[src/mmu_pkg.sv]
/*
 * Sv39 data MMU shared definitions: widths, typedefs, fault causes,
 * PTE flag positions and the translation control state encoding
 */
`default_nettype none

package mmu_pkg;

  // ------------------------------
  // Sv39 geometry
  // ------------------------------
  localparam int unsigned VLEN          = 39;
  localparam int unsigned PLEN          = 56;
  localparam int unsigned PPNW          = 44;
  // three 9-bit vpn fields
  localparam int unsigned VPNW          = 27;
  localparam int unsigned LEVELS        = 3;
  localparam int unsigned PAGE_OFFSET_W = 12;

  // default data tlb depth
  localparam int unsigned DTLB_ENTRIES  = 4;

  typedef logic [VLEN-1:0] vaddr_t;
  typedef logic [PLEN-1:0] paddr_t;
  typedef logic [PPNW-1:0] ppn_t;
  typedef logic [VPNW-1:0] vpn_t;
  typedef logic [63:0]     pte_t;
  // 2 is a gigapage, 1 a megapage, 0 a 4 KiB page
  typedef logic [1:0]      level_t;
  typedef logic [3:0]      cause_t;

  // ------------------------------
  // exception causes
  // ------------------------------
  localparam cause_t CAUSE_LOAD_PAGE_FAULT  = 4'd13;
  localparam cause_t CAUSE_STORE_PAGE_FAULT = 4'd15;

  // ------------------------------
  // pte layout
  // ------------------------------
  localparam int unsigned PTE_V       = 0;
  localparam int unsigned PTE_R       = 1;
  localparam int unsigned PTE_W       = 2;
  localparam int unsigned PTE_X       = 3;
  localparam int unsigned PTE_U       = 4;
  localparam int unsigned PTE_A       = 6;
  localparam int unsigned PTE_D       = 7;
  // ppn sits in bits 53:10
  localparam int unsigned PTE_PPN_LSB = 10;

  // translation control fsm
  typedef enum logic [1:0] {
    IDLE,
    LOOKUP,
    WALK,
    RESPOND
  } mmu_state_e;

endpackage

`default_nettype wire
[src/mmu_ifs.sv]
/*
 * walk_if between control and walker, tlb_refill_if between walker and TLB
 */
`timescale 1ns/10ps
`default_nettype none

// ------------------------------
// walk request, four-phase
// ------------------------------
interface walk_if;
  // held high by the control fsm until ack is seen
  logic                walk_req;
  mmu_pkg::vaddr_t     walk_vaddr;
  // raised by the walker, with fault set on a failed walk
  logic                walk_ack;
  logic                walk_fault;

  modport initiator (
    output walk_req,
    output walk_vaddr,
    input  walk_ack,
    input  walk_fault
  );

  modport target (
    input  walk_req,
    input  walk_vaddr,
    output walk_ack,
    output walk_fault
  );
endinterface

// ------------------------------
// tlb refill, single-cycle pulse
// ------------------------------
interface tlb_refill_if;
  logic                refill_valid;
  mmu_pkg::vpn_t       refill_vpn;
  mmu_pkg::pte_t       refill_pte;
  mmu_pkg::level_t     refill_level;

  modport writer (
    output refill_valid,
    output refill_vpn,
    output refill_pte,
    output refill_level
  );

  modport reader (
    input  refill_valid,
    input  refill_vpn,
    input  refill_pte,
    input  refill_level
  );
endinterface

`default_nettype wire

[src/mmu_top.sv]
/*
 * Sv39 data MMU top: control FSM, data TLB, page table walker and leaf checker
 */
`timescale 1ns/10ps
`default_nettype none

module mmu_top (
  input  wire logic          clk_i,
  input  wire logic          rst_n_i,
  // lsu translation request
  input  wire logic          lsu_req_i,
  input  mmu_pkg::vaddr_t    lsu_vaddr_i,
  input  wire logic          lsu_is_store_i,
  output logic               lsu_ack_o,
  output mmu_pkg::paddr_t    lsu_paddr_o,
  output logic               lsu_exc_valid_o,
  output mmu_pkg::cause_t    lsu_exc_cause_o,
  output mmu_pkg::vaddr_t    lsu_exc_tval_o,
  // pte memory port
  output logic               mem_req_o,
  output mmu_pkg::paddr_t    mem_addr_o,
  input  wire logic          mem_ack_i,
  input  mmu_pkg::pte_t      mem_rdata_i,
  // csr state
  input  wire logic          en_translation_i,
  input  wire logic          priv_user_i,
  input  wire logic          sum_i,
  input  wire logic          mxr_i,
  input  mmu_pkg::ppn_t      satp_ppn_i,
  input  wire logic          flush_tlb_i
);

  logic              tlb_hit;
  mmu_pkg::pte_t     tlb_pte;
  mmu_pkg::level_t   tlb_level;
  logic              lookup;
  mmu_pkg::vaddr_t   lookup_vaddr;
  logic              is_store;
  logic              chk_fault;
  mmu_pkg::paddr_t   chk_paddr;

  walk_if       u_walk_if ();
  tlb_refill_if u_refill_if ();

  // ------------------------------
  // control
  // ------------------------------
  mmu_ctrl u_ctrl (
    .clk_i            (clk_i),
    .rst_n_i          (rst_n_i),
    .lsu_req_i        (lsu_req_i),
    .lsu_vaddr_i      (lsu_vaddr_i),
    .lsu_is_store_i   (lsu_is_store_i),
    .en_translation_i (en_translation_i),
    .lsu_ack_o        (lsu_ack_o),
    .lsu_paddr_o      (lsu_paddr_o),
    .lsu_exc_valid_o  (lsu_exc_valid_o),
    .lsu_exc_cause_o  (lsu_exc_cause_o),
    .lsu_exc_tval_o   (lsu_exc_tval_o),
    .tlb_hit_i        (tlb_hit),
    .chk_fault_i      (chk_fault),
    .chk_paddr_i      (chk_paddr),
    .lookup_o         (lookup),
    .lookup_vaddr_o   (lookup_vaddr),
    .is_store_o       (is_store),
    .walk             (u_walk_if.initiator)
  );

  dtlb #(
    .NUM_ENTRIES (mmu_pkg::DTLB_ENTRIES)
  ) u_dtlb (
    .clk_i          (clk_i),
    .rst_n_i        (rst_n_i),
    .flush_i        (flush_tlb_i),
    .lookup_i       (lookup),
    .lookup_vaddr_i (lookup_vaddr),
    .hit_o          (tlb_hit),
    .pte_o          (tlb_pte),
    .level_o        (tlb_level),
    .refill         (u_refill_if.reader)
  );

  ptw u_ptw (
    .clk_i       (clk_i),
    .rst_n_i     (rst_n_i),
    .satp_ppn_i  (satp_ppn_i),
    .mem_req_o   (mem_req_o),
    .mem_addr_o  (mem_addr_o),
    .mem_ack_i   (mem_ack_i),
    .mem_rdata_i (mem_rdata_i),
    .walk        (u_walk_if.target),
    .refill      (u_refill_if.writer)
  );

  // checks the registered tlb entry against the latched request
  xlate_check u_check (
    .vaddr_i     (lookup_vaddr),
    .pte_i       (tlb_pte),
    .level_i     (tlb_level),
    .is_store_i  (is_store),
    .priv_user_i (priv_user_i),
    .sum_i       (sum_i),
    .mxr_i       (mxr_i),
    .fault_o     (chk_fault),
    .paddr_o     (chk_paddr)
  );

endmodule

`default_nettype wire

[src/mmu_ctrl.sv]
/*
 * translation control FSM: four-phase LSU handshake, TLB lookup sequencing,
 * walk requests and the registered response
 */
`timescale 1ns/10ps
`default_nettype none

module mmu_ctrl (
  input  wire logic          clk_i,
  input  wire logic          rst_n_i,
  input  wire logic          lsu_req_i,
  input  mmu_pkg::vaddr_t    lsu_vaddr_i,
  input  wire logic          lsu_is_store_i,
  input  wire logic          en_translation_i,
  output logic               lsu_ack_o,
  output mmu_pkg::paddr_t    lsu_paddr_o,
  output logic               lsu_exc_valid_o,
  output mmu_pkg::cause_t    lsu_exc_cause_o,
  output mmu_pkg::vaddr_t    lsu_exc_tval_o,
  input  wire logic          tlb_hit_i,
  input  wire logic          chk_fault_i,
  input  mmu_pkg::paddr_t    chk_paddr_i,
  output logic               lookup_o,
  output mmu_pkg::vaddr_t    lookup_vaddr_o,
  output logic               is_store_o,
  walk_if.initiator          walk
);

  mmu_pkg::mmu_state_e  state_q;
  // second lookup cycle, tlb result is valid
  logic                 lkp_wait_q;
  logic                 exc_q;
  mmu_pkg::vaddr_t      vaddr_q;
  logic                 is_store_q;
  mmu_pkg::paddr_t      paddr_q;

  // ------------------------------
  // fsm
  // ------------------------------
  always_ff @(posedge clk_i) begin
    if (!rst_n_i) begin
      state_q    <= mmu_pkg::IDLE;
      lkp_wait_q <= 1'b0;
      exc_q      <= 1'b0;
    end else begin
      case (state_q)
        mmu_pkg::IDLE: if (lsu_req_i) begin
          vaddr_q    <= lsu_vaddr_i;
          is_store_q <= lsu_is_store_i;
          lkp_wait_q <= 1'b0;
          state_q    <= mmu_pkg::LOOKUP;
        end
        mmu_pkg::LOOKUP: begin
          lkp_wait_q <= !lkp_wait_q;
          if (lkp_wait_q) begin
            if (!en_translation_i) begin
              // bare mode, low bits pass through
              paddr_q <= mmu_pkg::paddr_t'(vaddr_q);
              exc_q   <= 1'b0;
              state_q <= mmu_pkg::RESPOND;
            end else if (tlb_hit_i) begin
              paddr_q <= chk_paddr_i;
              exc_q   <= chk_fault_i;
              state_q <= mmu_pkg::RESPOND;
            end else begin
              state_q <= mmu_pkg::WALK;
            end
          end
        end
        // after a good refill look up again
        mmu_pkg::WALK: if (walk.walk_ack) begin
          if (walk.walk_fault) begin
            exc_q   <= 1'b1;
            state_q <= mmu_pkg::RESPOND;
          end else begin
            state_q <= mmu_pkg::LOOKUP;
          end
        end
        mmu_pkg::RESPOND: if (!lsu_req_i) state_q <= mmu_pkg::IDLE;
        default: state_q <= mmu_pkg::IDLE;
      endcase
    end
  end

  // ------------------------------
  // outputs
  // ------------------------------
  assign lookup_o        = (state_q == mmu_pkg::LOOKUP) && !lkp_wait_q;
  assign lookup_vaddr_o  = vaddr_q;
  assign is_store_o      = is_store_q;
  assign walk.walk_req   = (state_q == mmu_pkg::WALK);
  assign walk.walk_vaddr = vaddr_q;

  // response held for the whole ack phase
  assign lsu_ack_o       = (state_q == mmu_pkg::RESPOND);
  assign lsu_paddr_o     = paddr_q;
  assign lsu_exc_valid_o = exc_q;
  assign lsu_exc_cause_o = is_store_q ? mmu_pkg::CAUSE_STORE_PAGE_FAULT
                                      : mmu_pkg::CAUSE_LOAD_PAGE_FAULT;
  assign lsu_exc_tval_o  = vaddr_q;

  a_ack_hold : assert property (@(posedge clk_i) disable iff (!rst_n_i)
    (lsu_ack_o && lsu_req_i) |=>
      (lsu_ack_o && $stable(lsu_paddr_o) && $stable(lsu_exc_valid_o)));

endmodule

`default_nettype wire

[src/xlate_check.sv]
/*
 * leaf permission checks and physical address composition for 4 KiB,
 * 2 MiB and 1 GiB pages
 */
`timescale 1ns/10ps
`default_nettype none

module xlate_check (
  input  mmu_pkg::vaddr_t   vaddr_i,
  input  mmu_pkg::pte_t     pte_i,
  input  mmu_pkg::level_t   level_i,
  input  wire logic         is_store_i,
  input  wire logic         priv_user_i,
  input  wire logic         sum_i,
  input  wire logic         mxr_i,
  output logic              fault_o,
  output mmu_pkg::paddr_t   paddr_o
);

  logic rd_ok;
  logic wr_ok;
  logic priv_ok;

  // ------------------------------
  // permissions
  // ------------------------------
  // store needs W and a dirty page
  assign wr_ok   = pte_i[mmu_pkg::PTE_W] & pte_i[mmu_pkg::PTE_D];
  // mxr makes execute-only pages readable
  assign rd_ok   = pte_i[mmu_pkg::PTE_R] | (pte_i[mmu_pkg::PTE_X] & mxr_i);
  // u mode only on user pages, s mode on user pages only with sum
  assign priv_ok = priv_user_i ? pte_i[mmu_pkg::PTE_U]
                               : (!pte_i[mmu_pkg::PTE_U] || sum_i);

  assign fault_o = !priv_ok || (is_store_i ? !wr_ok : !rd_ok);

  // ------------------------------
  // physical address
  // ------------------------------
  always_comb begin
    paddr_o = {pte_i[mmu_pkg::PTE_PPN_LSB +: mmu_pkg::PPNW],
               vaddr_i[mmu_pkg::PAGE_OFFSET_W-1:0]};
    // megapage and gigapage keep vpn[0] from the vaddr
    if (level_i != 2'd0) begin
      paddr_o[20:12] = vaddr_i[20:12];
    end
    // gigapage also keeps vpn[1]
    if (level_i == 2'd2) begin
      paddr_o[29:21] = vaddr_i[29:21];
    end
  end

endmodule

`default_nettype wire

[src/ptw.sv]
/*
 * Sv39 page table walker: reads one PTE per level over a four-phase
 * memory port, checks the entry and refills the data TLB on a valid leaf
 */
`timescale 1ns/10ps
`default_nettype none

module ptw (
  input  wire logic           clk_i,
  input  wire logic           rst_n_i,
  input  mmu_pkg::ppn_t       satp_ppn_i,
  output logic                mem_req_o,
  output mmu_pkg::paddr_t     mem_addr_o,
  input  wire logic           mem_ack_i,
  input  mmu_pkg::pte_t       mem_rdata_i,
  walk_if.target              walk,
  tlb_refill_if.writer        refill
);

  typedef enum logic [1:0] {
    PTW_IDLE,
    PTW_REQ,
    PTW_DRAIN,
    PTW_ACK
  } ptw_state_e;

  ptw_state_e        state_q;
  mmu_pkg::vaddr_t   vaddr_q;
  mmu_pkg::ppn_t     table_q;
  mmu_pkg::level_t   level_q;
  mmu_pkg::pte_t     pte_q;
  logic              fault_q;
  logic              refill_q;

  logic [8:0]        vpn_idx;
  mmu_pkg::ppn_t     pte_ppn;
  logic              is_leaf;
  logic              misaligned;
  logic              pte_fault;

  // ------------------------------
  // pte address and entry decode
  // ------------------------------
  // vpn field of the current level selects the entry
  assign vpn_idx    = vaddr_q[mmu_pkg::PAGE_OFFSET_W + 9*level_q +: 9];
  assign mem_req_o  = (state_q == PTW_REQ);
  // entries are 8 bytes wide
  assign mem_addr_o = {table_q, vpn_idx, 3'b000};

  assign pte_ppn    = pte_q[mmu_pkg::PTE_PPN_LSB +: mmu_pkg::PPNW];
  assign is_leaf    = pte_q[mmu_pkg::PTE_R] | pte_q[mmu_pkg::PTE_X];
  // superpage leaves need zero low ppn fields
  assign misaligned = ((level_q == 2'd2) && (|pte_ppn[17:0])) ||
                      ((level_q == 2'd1) && (|pte_ppn[8:0]));
  assign pte_fault  = !pte_q[mmu_pkg::PTE_V] ||
                      (pte_q[mmu_pkg::PTE_W] && !pte_q[mmu_pkg::PTE_R]) ||
                      (is_leaf && (!pte_q[mmu_pkg::PTE_A] || misaligned)) ||
                      (!is_leaf && (level_q == 2'd0));

  // ------------------------------
  // walk fsm
  // ------------------------------
  always_ff @(posedge clk_i) begin
    if (!rst_n_i) begin
      state_q  <= PTW_IDLE;
      fault_q  <= 1'b0;
      refill_q <= 1'b0;
    end else begin
      refill_q <= 1'b0;
      case (state_q)
        PTW_IDLE: if (walk.walk_req) begin
          // start at the root table
          vaddr_q <= walk.walk_vaddr;
          table_q <= satp_ppn_i;
          level_q <= 2'd2;
          fault_q <= 1'b0;
          state_q <= PTW_REQ;
        end
        PTW_REQ: if (mem_ack_i) begin
          pte_q   <= mem_rdata_i;
          state_q <= PTW_DRAIN;
        end
        // req is low here, wait for memory to drop ack
        PTW_DRAIN: if (!mem_ack_i) begin
          if (pte_fault) begin
            fault_q <= 1'b1;
            state_q <= PTW_ACK;
          end else if (is_leaf) begin
            refill_q <= 1'b1;
            state_q  <= PTW_ACK;
          end else begin
            table_q <= pte_ppn;
            level_q <= level_q - 2'd1;
            state_q <= PTW_REQ;
          end
        end
        PTW_ACK: if (!walk.walk_req) state_q <= PTW_IDLE;
        default: state_q <= PTW_IDLE;
      endcase
    end
  end

  // refill pulse lines up with the first ack cycle
  assign walk.walk_ack       = (state_q == PTW_ACK);
  assign walk.walk_fault     = fault_q;
  assign refill.refill_valid = refill_q;
  assign refill.refill_vpn   = vaddr_q[mmu_pkg::VLEN-1:mmu_pkg::PAGE_OFFSET_W];
  assign refill.refill_pte   = pte_q;
  assign refill.refill_level = level_q;

  a_mem_hold : assert property (@(posedge clk_i) disable iff (!rst_n_i)
    (mem_req_o && !mem_ack_i) |=> (mem_req_o && $stable(mem_addr_o)));

endmodule

`default_nettype wire

[src/dtlb.sv]
/*
 * fully associative data TLB with level-masked match, registered lookup,
 * round-robin refill and whole-TLB flush
 */
`timescale 1ns/10ps
`default_nettype none

module dtlb #(
  parameter int unsigned NUM_ENTRIES = mmu_pkg::DTLB_ENTRIES
) (
  input  wire logic             clk_i,
  input  wire logic             rst_n_i,
  input  wire logic             flush_i,
  input  wire logic             lookup_i,
  input  mmu_pkg::vaddr_t       lookup_vaddr_i,
  output logic                  hit_o,
  output mmu_pkg::pte_t         pte_o,
  output mmu_pkg::level_t       level_o,
  tlb_refill_if.reader          refill
);

  localparam int unsigned IDX_W = (NUM_ENTRIES > 1) ? $clog2(NUM_ENTRIES) : 1;

  // entry storage
  logic [NUM_ENTRIES-1:0]  valid_q;
  mmu_pkg::vpn_t           tag_q   [NUM_ENTRIES];
  mmu_pkg::pte_t           data_q  [NUM_ENTRIES];
  mmu_pkg::level_t         lvl_q   [NUM_ENTRIES];
  logic [IDX_W-1:0]        rr_q;

  mmu_pkg::vpn_t           lu_vpn;
  logic [NUM_ENTRIES-1:0]  match;
  mmu_pkg::pte_t           sel_pte;
  mmu_pkg::level_t         sel_lvl;

  assign lu_vpn = lookup_vaddr_i[mmu_pkg::VLEN-1:mmu_pkg::PAGE_OFFSET_W];

  // ------------------------------
  // match, masked by page level
  // ------------------------------
  always_comb begin
    sel_pte = '0;
    sel_lvl = '0;
    for (int i = 0; i < NUM_ENTRIES; i++) begin
      // vpn[2] always compared, lower fields only for smaller pages
      match[i] = valid_q[i] && (tag_q[i][26:18] == lu_vpn[26:18]) &&
                 ((lvl_q[i] == 2'd2) || (tag_q[i][17:9] == lu_vpn[17:9])) &&
                 ((lvl_q[i] != 2'd0) || (tag_q[i][8:0] == lu_vpn[8:0]));
      if (match[i]) begin
        sel_pte = data_q[i];
        sel_lvl = lvl_q[i];
      end
    end
  end

  // registered lookup result, held while lookup_i is low
  always_ff @(posedge clk_i) begin
    if (!rst_n_i) begin
      hit_o <= 1'b0;
    end else if (lookup_i) begin
      hit_o   <= |match;
      pte_o   <= sel_pte;
      level_o <= sel_lvl;
    end
  end

  // ------------------------------
  // refill and flush
  // ------------------------------
  always_ff @(posedge clk_i) begin
    if (!rst_n_i) begin
      valid_q <= '0;
      rr_q    <= '0;
    end else if (flush_i) begin
      // flush wins over a refill in the same cycle
      valid_q <= '0;
    end else if (refill.refill_valid) begin
      valid_q[rr_q] <= 1'b1;
      tag_q[rr_q]   <= refill.refill_vpn;
      data_q[rr_q]  <= refill.refill_pte;
      lvl_q[rr_q]   <= refill.refill_level;
      rr_q <= (rr_q == IDX_W'(NUM_ENTRIES - 1)) ? '0 : rr_q + 1'b1;
    end
  end

  // refill only follows a miss, so a second matching entry means a stale copy
  a_single_hit : assert property (@(posedge clk_i) disable iff (!rst_n_i)
    lookup_i |-> $onehot0(match));

endmodule

`default_nettype wire

[config.mk]
export PLATFORM = sky130hd
export DESIGN_NAME = mmu_top
export DESIGN_NICKNAME = d
export VERILOG_FILES = /design/src/mmu_pkg.sv /design/src/mmu_ifs.sv /design/src/mmu_top.sv /design/src/mmu_ctrl.sv /design/src/xlate_check.sv /design/src/ptw.sv /design/src/dtlb.sv
export SDC_FILE = /design/constraint.sdc
export NUM_CORES = 1
export LEC_CHECK = 0
export CAP_MARGIN = 40
export CORE_MARGIN = 2
export CORE_UTILIZATION = 40
export DETAILED_ROUTE_END_ITERATION = 8
export DONT_BUFFER_PORTS = 1
export SYNTH_ARGS = -nofsm -noshare
export SYNTH_HDL_FRONTEND = slang
export SYNTH_HIERARCHICAL = 1
export SYNTH_SLANG_ARGS = --single-unit
[constraint.sdc]
create_clock -name clk_i -period 11.93 [get_ports clk_i]
set_input_delay 0 -clock clk_i [delete_from_list [all_inputs] [get_ports clk_i]]
set_output_delay 0 -clock clk_i [all_outputs]
set_load 0.05 [all_outputs]
## Word level (Yosys, flattened, before mapping)

Memory sizes are Yosys's and may differ from the RTL's.
Cells that the tools add are included.

- Flip-flop bits (word level): 316
- Bits in writable memories: 372
- Input bits: 157
- Output and inout port bits: 158
- Word-level logic and storage cells: 208
- Memories: 3

Memory list:

| name | words | width | rd ports | clocked after Yosys merged registers in | wr ports | line | RTL |
|---|---|---|---|---|---|---|---|
| u_dtlb.data_q | 4 | 64 | 4 | 0 | 1 | dtlb.sv:27 | `mmu_pkg::pte_t data_q [NUM_ENTRIES];` |
| u_dtlb.tag_q | 4 | 27 | 4 | 0 | 1 | dtlb.sv:26 | `mmu_pkg::vpn_t tag_q [NUM_ENTRIES];` |
| u_dtlb.lvl_q | 4 | 2 | 4 | 0 | 1 | dtlb.sv:28 | `mmu_pkg::level_t lvl_q [NUM_ENTRIES];` |

- Add/sub/neg operators: 3
- $mul: 1
- Order comparisons: 2
- Equality and inequality tests: 40
- Shifts and indexed selects: 1
- Mux-type cells: 60
- Bitwise operators: 8
- Reductions and logical operators: 71

Operators by type and width:

| kind | count |
|---|---|
| $mux W54 | 4 |
| $mux W44 | 4 |
| $eq A9 B9 Y1 | 12 |
| $pmux W44 S2 | 1 |
| $mux W56 | 1 |
| $mux W2 | 22 |
| $mux W39 | 1 |
| $shiftx A39 B33 Y9 | 1 |
| $eq A2 B2 Y1 const B | 11 |
| $logic_and A1 B1 Y1 | 19 |
| $mux W1 | 18 |
| $mux W9 | 2 |
| $reduce_or A18 Y1 | 1 |
| $ne A2 B2 Y1 const B | 8 |
| $pmux W2 S4 | 2 |
| $reduce_and A4 Y1 | 4 |
| $reduce_bool A2 Y1 | 8 |
| $logic_or A1 B1 Y1 | 15 |
| $ne A2 B1 Y1 const B | 5 |
| $logic_not A1 Y1 | 9 |
| $reduce_and A3 Y1 | 3 |
| $reduce_or A9 Y1 | 1 |
| $reduce_or A4 Y1 | 2 |
| $add A4 B6 Y7 const A | 1 |
| other kinds (19) | 31 |

## Longest topological paths before layout

- Depth after elaboration: 10
- Mapped depth: 10
- Depth with buffers taken out: 6

## Hierarchy

The synthesis kept the hierarchy.

Modules (own cells, without submodules):

| module | times used | cells each | area each (µm²) |
|---|---|---|---|
| dtlb | 1 | 1113 | 17988.5 |
| ptw | 1 | 360 | 5241.3 |
| mmu_ctrl | 1 | 271 | 4391.7 |
| xlate_check | 1 | 64 | 589.3 |

## Least setup slack after synthesis

OpenSTA, ideal clock, no wires.

- Kind: reg2reg
- Start: register u_ptw.level_q[0], in the netlist u_ptw/refill.refill_level[0]
- End: register u_ptw.level_q[0], in the netlist u_ptw/refill.refill_level[0], enable pin
- Library setup time: 0.465 ns
- Arrival: 3.769 ns
- Required time: 11.465 ns
- Slack: 7.696 ns
- Cell stages (with the launch flop): 8
- Clock period less this slack: 4.234 ns
- Cells stage by stage: edfxtp_1 > buf_1 > inv_2 > ha_1 > nand2b_1 > a21oi_1 > nand4b_1 > a21oi_1

- Longest elaborated chain between the ends: 9
- Elaborated cells on any way between the ends: 13
- Classes of those cells: eq/ne (3); reduce/logical (10)

RTL lines:

| element | line | RTL |
|---|---|---|
| from (decl) | ptw.sv:30 | `mmu_pkg::level_t level_q;` |
| from (signal assigned) | ptw.sv:93 | `level_q <= level_q - 2'd1;` |
| $eq A2 B2 Y1 / $eq A2 B1 Y1 (equally long branches) | ptw.sv:53, ptw.sv:54 |  |
| $logic_and A1 B1 Y1, on equally long branches | ptw.sv:53, ptw.sv:54 |  |
| $logic_or A1 B1 Y1 | ptw.sv:53 | `assign misaligned = ((level_q == 2'd2) && (\|pte_ppn[17:0])) \|\|` |
| $logic_or A1 B1 Y1 | ptw.sv:57 | `(is_leaf && (!pte_q[mmu_pkg::PTE_A] \|\| misaligned)) \|\|` |
| $logic_and A1 B1 Y1 | ptw.sv:57 |  |
| $logic_or A1 B1 Y1 | ptw.sv:56 | `(pte_q[mmu_pkg::PTE_W] && !pte_q[mmu_pkg::PTE_R]) \|\|` |
| $logic_or A1 B1 Y1 (*) | ptw.sv:57 |  |
| $ne A2 B2 Y1 (no line) (*) | -- |  |
| $reduce_and A6 Y1 (no line) (*) | -- |  |

Every way passes the cells marked *; elsewhere a longest branch is shown, timed or not.
A chain may end at the register's enable or synchronous reset.

## Worst setup path in the final report

- Start: register u_ctrl.vaddr_q[26], in the netlist u_ctrl/lookup_vaddr_o[26]
- End: register u_dtlb.pte_o[35], data pin

- Longest elaborated chain between the ends: 8
- Elaborated cells on any way between the ends: 20
- Classes of those cells: eq/ne (4); mux (4); reduce/logical (12)

RTL lines:

| element | line | RTL |
|---|---|---|
| from (decl) | mmu_ctrl.sv:33 | `mmu_pkg::vaddr_t vaddr_q;` |
| from (signal assigned) | mmu_ctrl.sv:48 | `vaddr_q <= lsu_vaddr_i;` |
| $eq A9 B9 Y1 | dtlb.sv:47 | `((lvl_q[i] == 2'd2) \|\| (tag_q[i][17:9] == lu_vpn[17:9])) &&` |
| $logic_or A1 B1 Y1 | dtlb.sv:47 |  |
| $logic_and A1 B1 Y1 | dtlb.sv:46 | `match[i] = valid_q[i] && (tag_q[i][26:18] == lu_vpn[26:18]) &&` |
| $logic_and A1 B1 Y1 | dtlb.sv:47 |  |
| $mux W54 (3 in series) | dtlb.sv:49 | `if (match[i]) begin` |
| $mux W54 (*) | dtlb.sv:49 |  |
| via u_dtlb.sel_pte[35] | dtlb.sv:33 | `mmu_pkg::pte_t sel_pte;` |
| to (signal assigned) | dtlb.sv:62 | `pte_o <= sel_pte;` |
| to (decl) | dtlb.sv:17 | `output mmu_pkg::pte_t pte_o,` |

The timed path passes the listed nets; every way through them passes the cells marked *.

==> impl_metrics.yaml <==
die:
  start_util: 0.404
  coreArea_mm2: 0.0616
  fp.dieH_um: 253
  die_area_mm2: 0.0642
  die_w_um: 253
  ios: 315
  placement_rows: 91
detailed_routing:
  first_pass_iters: 5
  vias_per_cell: 5.34
  drtAntennaViolNets: 0
  drt_wl_total_mm: 63.8
  drt_iter0_markers: 1301
  wl_per_cell_um: 24.7
  drc: 0
  num_vias: 13822
placed_design:
  gp_routability_congestion: 0.785
  place_area_mm2: 0.0252
  port_buffers: 0
  dp_cells: 2290
  hpwl_mm: 37.2
clock_network:
  cts_resized: 0
  cts_root_buffer: "clkbuf_16"
  clkTransAtPathRegs_ns: 0.06
  numCtsBuffers: 68
  clock_latency_ns: 0.61
  ctsHtreeMaxLevel: 3
  clock-sinks: 598
  post_cts_buffers: 0
  ctsHoldBuffers: 175
  cts_buffer_depth: 3
  cts_tree: "built"
grt:
  grt_max_degree: 60
  antenna_found_initial: 3
  grt_pass1_wl_mm: 92.9
  grtUsageTotal: 0.198
  overflow: 0
  first_global_vias: 14047
timing:
  rsz0062_at_grt: "no"
  hold_slack_ns: 0.0269
  tightest_slew_ns: 1.04
  min_period_ns: 4.08
  timing.final.max_slew_violations: 0
  skew_ns: 0.0227
  relSlewSlack: 0.306
  post-route-period-util: 0.342
  setup_tns_ns: 0
  fmax_ghz: 0.245
  finalHoldViolCount: 0
  finalSetupViolCount: 0
flow_run:
  maxCapViolations: 0
critical_path:
  cp.arrival_ns: 4.41
  path_cells: "xor2_1 > nor4_1 > a32oi_4 > buf_4 > nor4b_1 > a221oi_2 > o31ai_1"
  required_ns: 12.26
  critPathKind: "flop to flop"
  worstPathMaxFanout: 27
  critPathTopFamily: "simple AND/OR/NAND/NOR gates"
  crit_buf_inv: 1
  end_kind: "flop"
  crit_path_start_kind: "flop"
  slowest_delay_ns: 0.87
  slowest_stage: "edfxtp_1"
power_and_ir_drop:
  p_leak_nw: 9.53
  irDropWorstVdd_v: 0.0000962
  p_per_area_mw_per_mm2: 155
logic_synthesis:
  synth_warnings: 6
  synth.avg_cell_area_um2: 15.4
  postSynthCellCount: 1618
  syn_area_mm2: 0.0249
layout:
  post-route-util: 0.473
  drive_gt1_frac: 0.142
  n_fill_cell: 5235
  diodes: 0
  syn_to_final_growth_pct: 17.0
  final_cell_area_mm2: 0.0291
  instances_no_fill: 2587
  nNetsFinal: 1863
run_status:
  status: "completed"
min_path:
  hold_path.class: "primary input to flop"
per-stage QoR:
stage          worst slack [ns]  total power, mW
3_3_place_gp               7.89             2.51
4_1_cts                    7.84             4.56
5_1_grt                    7.59             4.66
2_1_floorplan              7.70             2.50
6_report                   7.85             4.51
3_5_place_dp               7.85             2.51
cell usage in the layout (no fill, tap or decap), types with 28 or more instances in the layout:
cell type / count
xor2_1: 75
o31ai_1: 50
nand3_1: 55
and2_1: 70
buf_4: 28
clkbuf_16: 70
xnor2_1: 33
mux2_2: 38
nor2_1: 56
nand2_1: 147
dlygate4sd3_1: 175
nor4b_1: 49
a221oi_2: 29
edfxtp_1: 583
sequential cells by signal, indices dropped and copies added, names as in the netlist, 2 cells and up:
name and cells:
u_dtlb/data_q 196, u_dtlb/tag_q 108, u_ctrl/lsu_paddr_o 56, u_ptw/refill.refill_pte 51, u_dtlb/pte_o 49, u_ptw/table_q 44, u_ctrl/lookup_vaddr_o 39, u_ptw/vaddr_q 27
u_dtlb/lvl_q 8, u_dtlb/valid_q 4, u_ctrl/state_q 2, u_dtlb/level_o 2, u_dtlb/rr_q 2, u_ptw/refill.refill_level 2, u_ptw/state_q 2
final timing paths:
check / startpoint / depth (start not counted) / slack (ns) / endpoint
max: u_ctrl/lookup_vaddr_o[26] / 7 / 7.85 / u_dtlb/pte_o[35]
min: mem_rdata_i[44] / 1 / 0.03 / u_ptw/refill.refill_pte[44]
max reg2reg: u_ctrl/lookup_vaddr_o[26] / 7 / 7.85 / u_dtlb/pte_o[35]
min reg2reg: u_dtlb/valid_q[0] / 1 / 0.45 / u_dtlb/valid_q[0]
metal layers:
layer	part of all wire	vias to the layer above	global-route usage
li1	-	6128	-
met1	0.43	7030	0.272
met2	0.47	524	0.314
met3	0.061	134	0.0389
met4	0.029	6	0.0673
met5	0.00061	-	0
power breakdown:
part           internal [mW]  switching [mW]  total (mW)
logic                 0.0760          0.0700       0.146
registers               2.32          0.0599        2.38
clock network           1.16           0.833        1.99
final cells by class:
type	count	area, µm²	area share
Sequential cell	598	17800	0.612
Multi-Input combinational cell	804	5900	0.203
Timing Repair Buffer	217	2220	0.0763
Clock buffer	95	1860	0.0637
Tap cell	837	1050	0.0360
Clock inverter	26	238	0.00817
Inverter	10	37.5	0.00129
(Power assumes the default switching activity.)
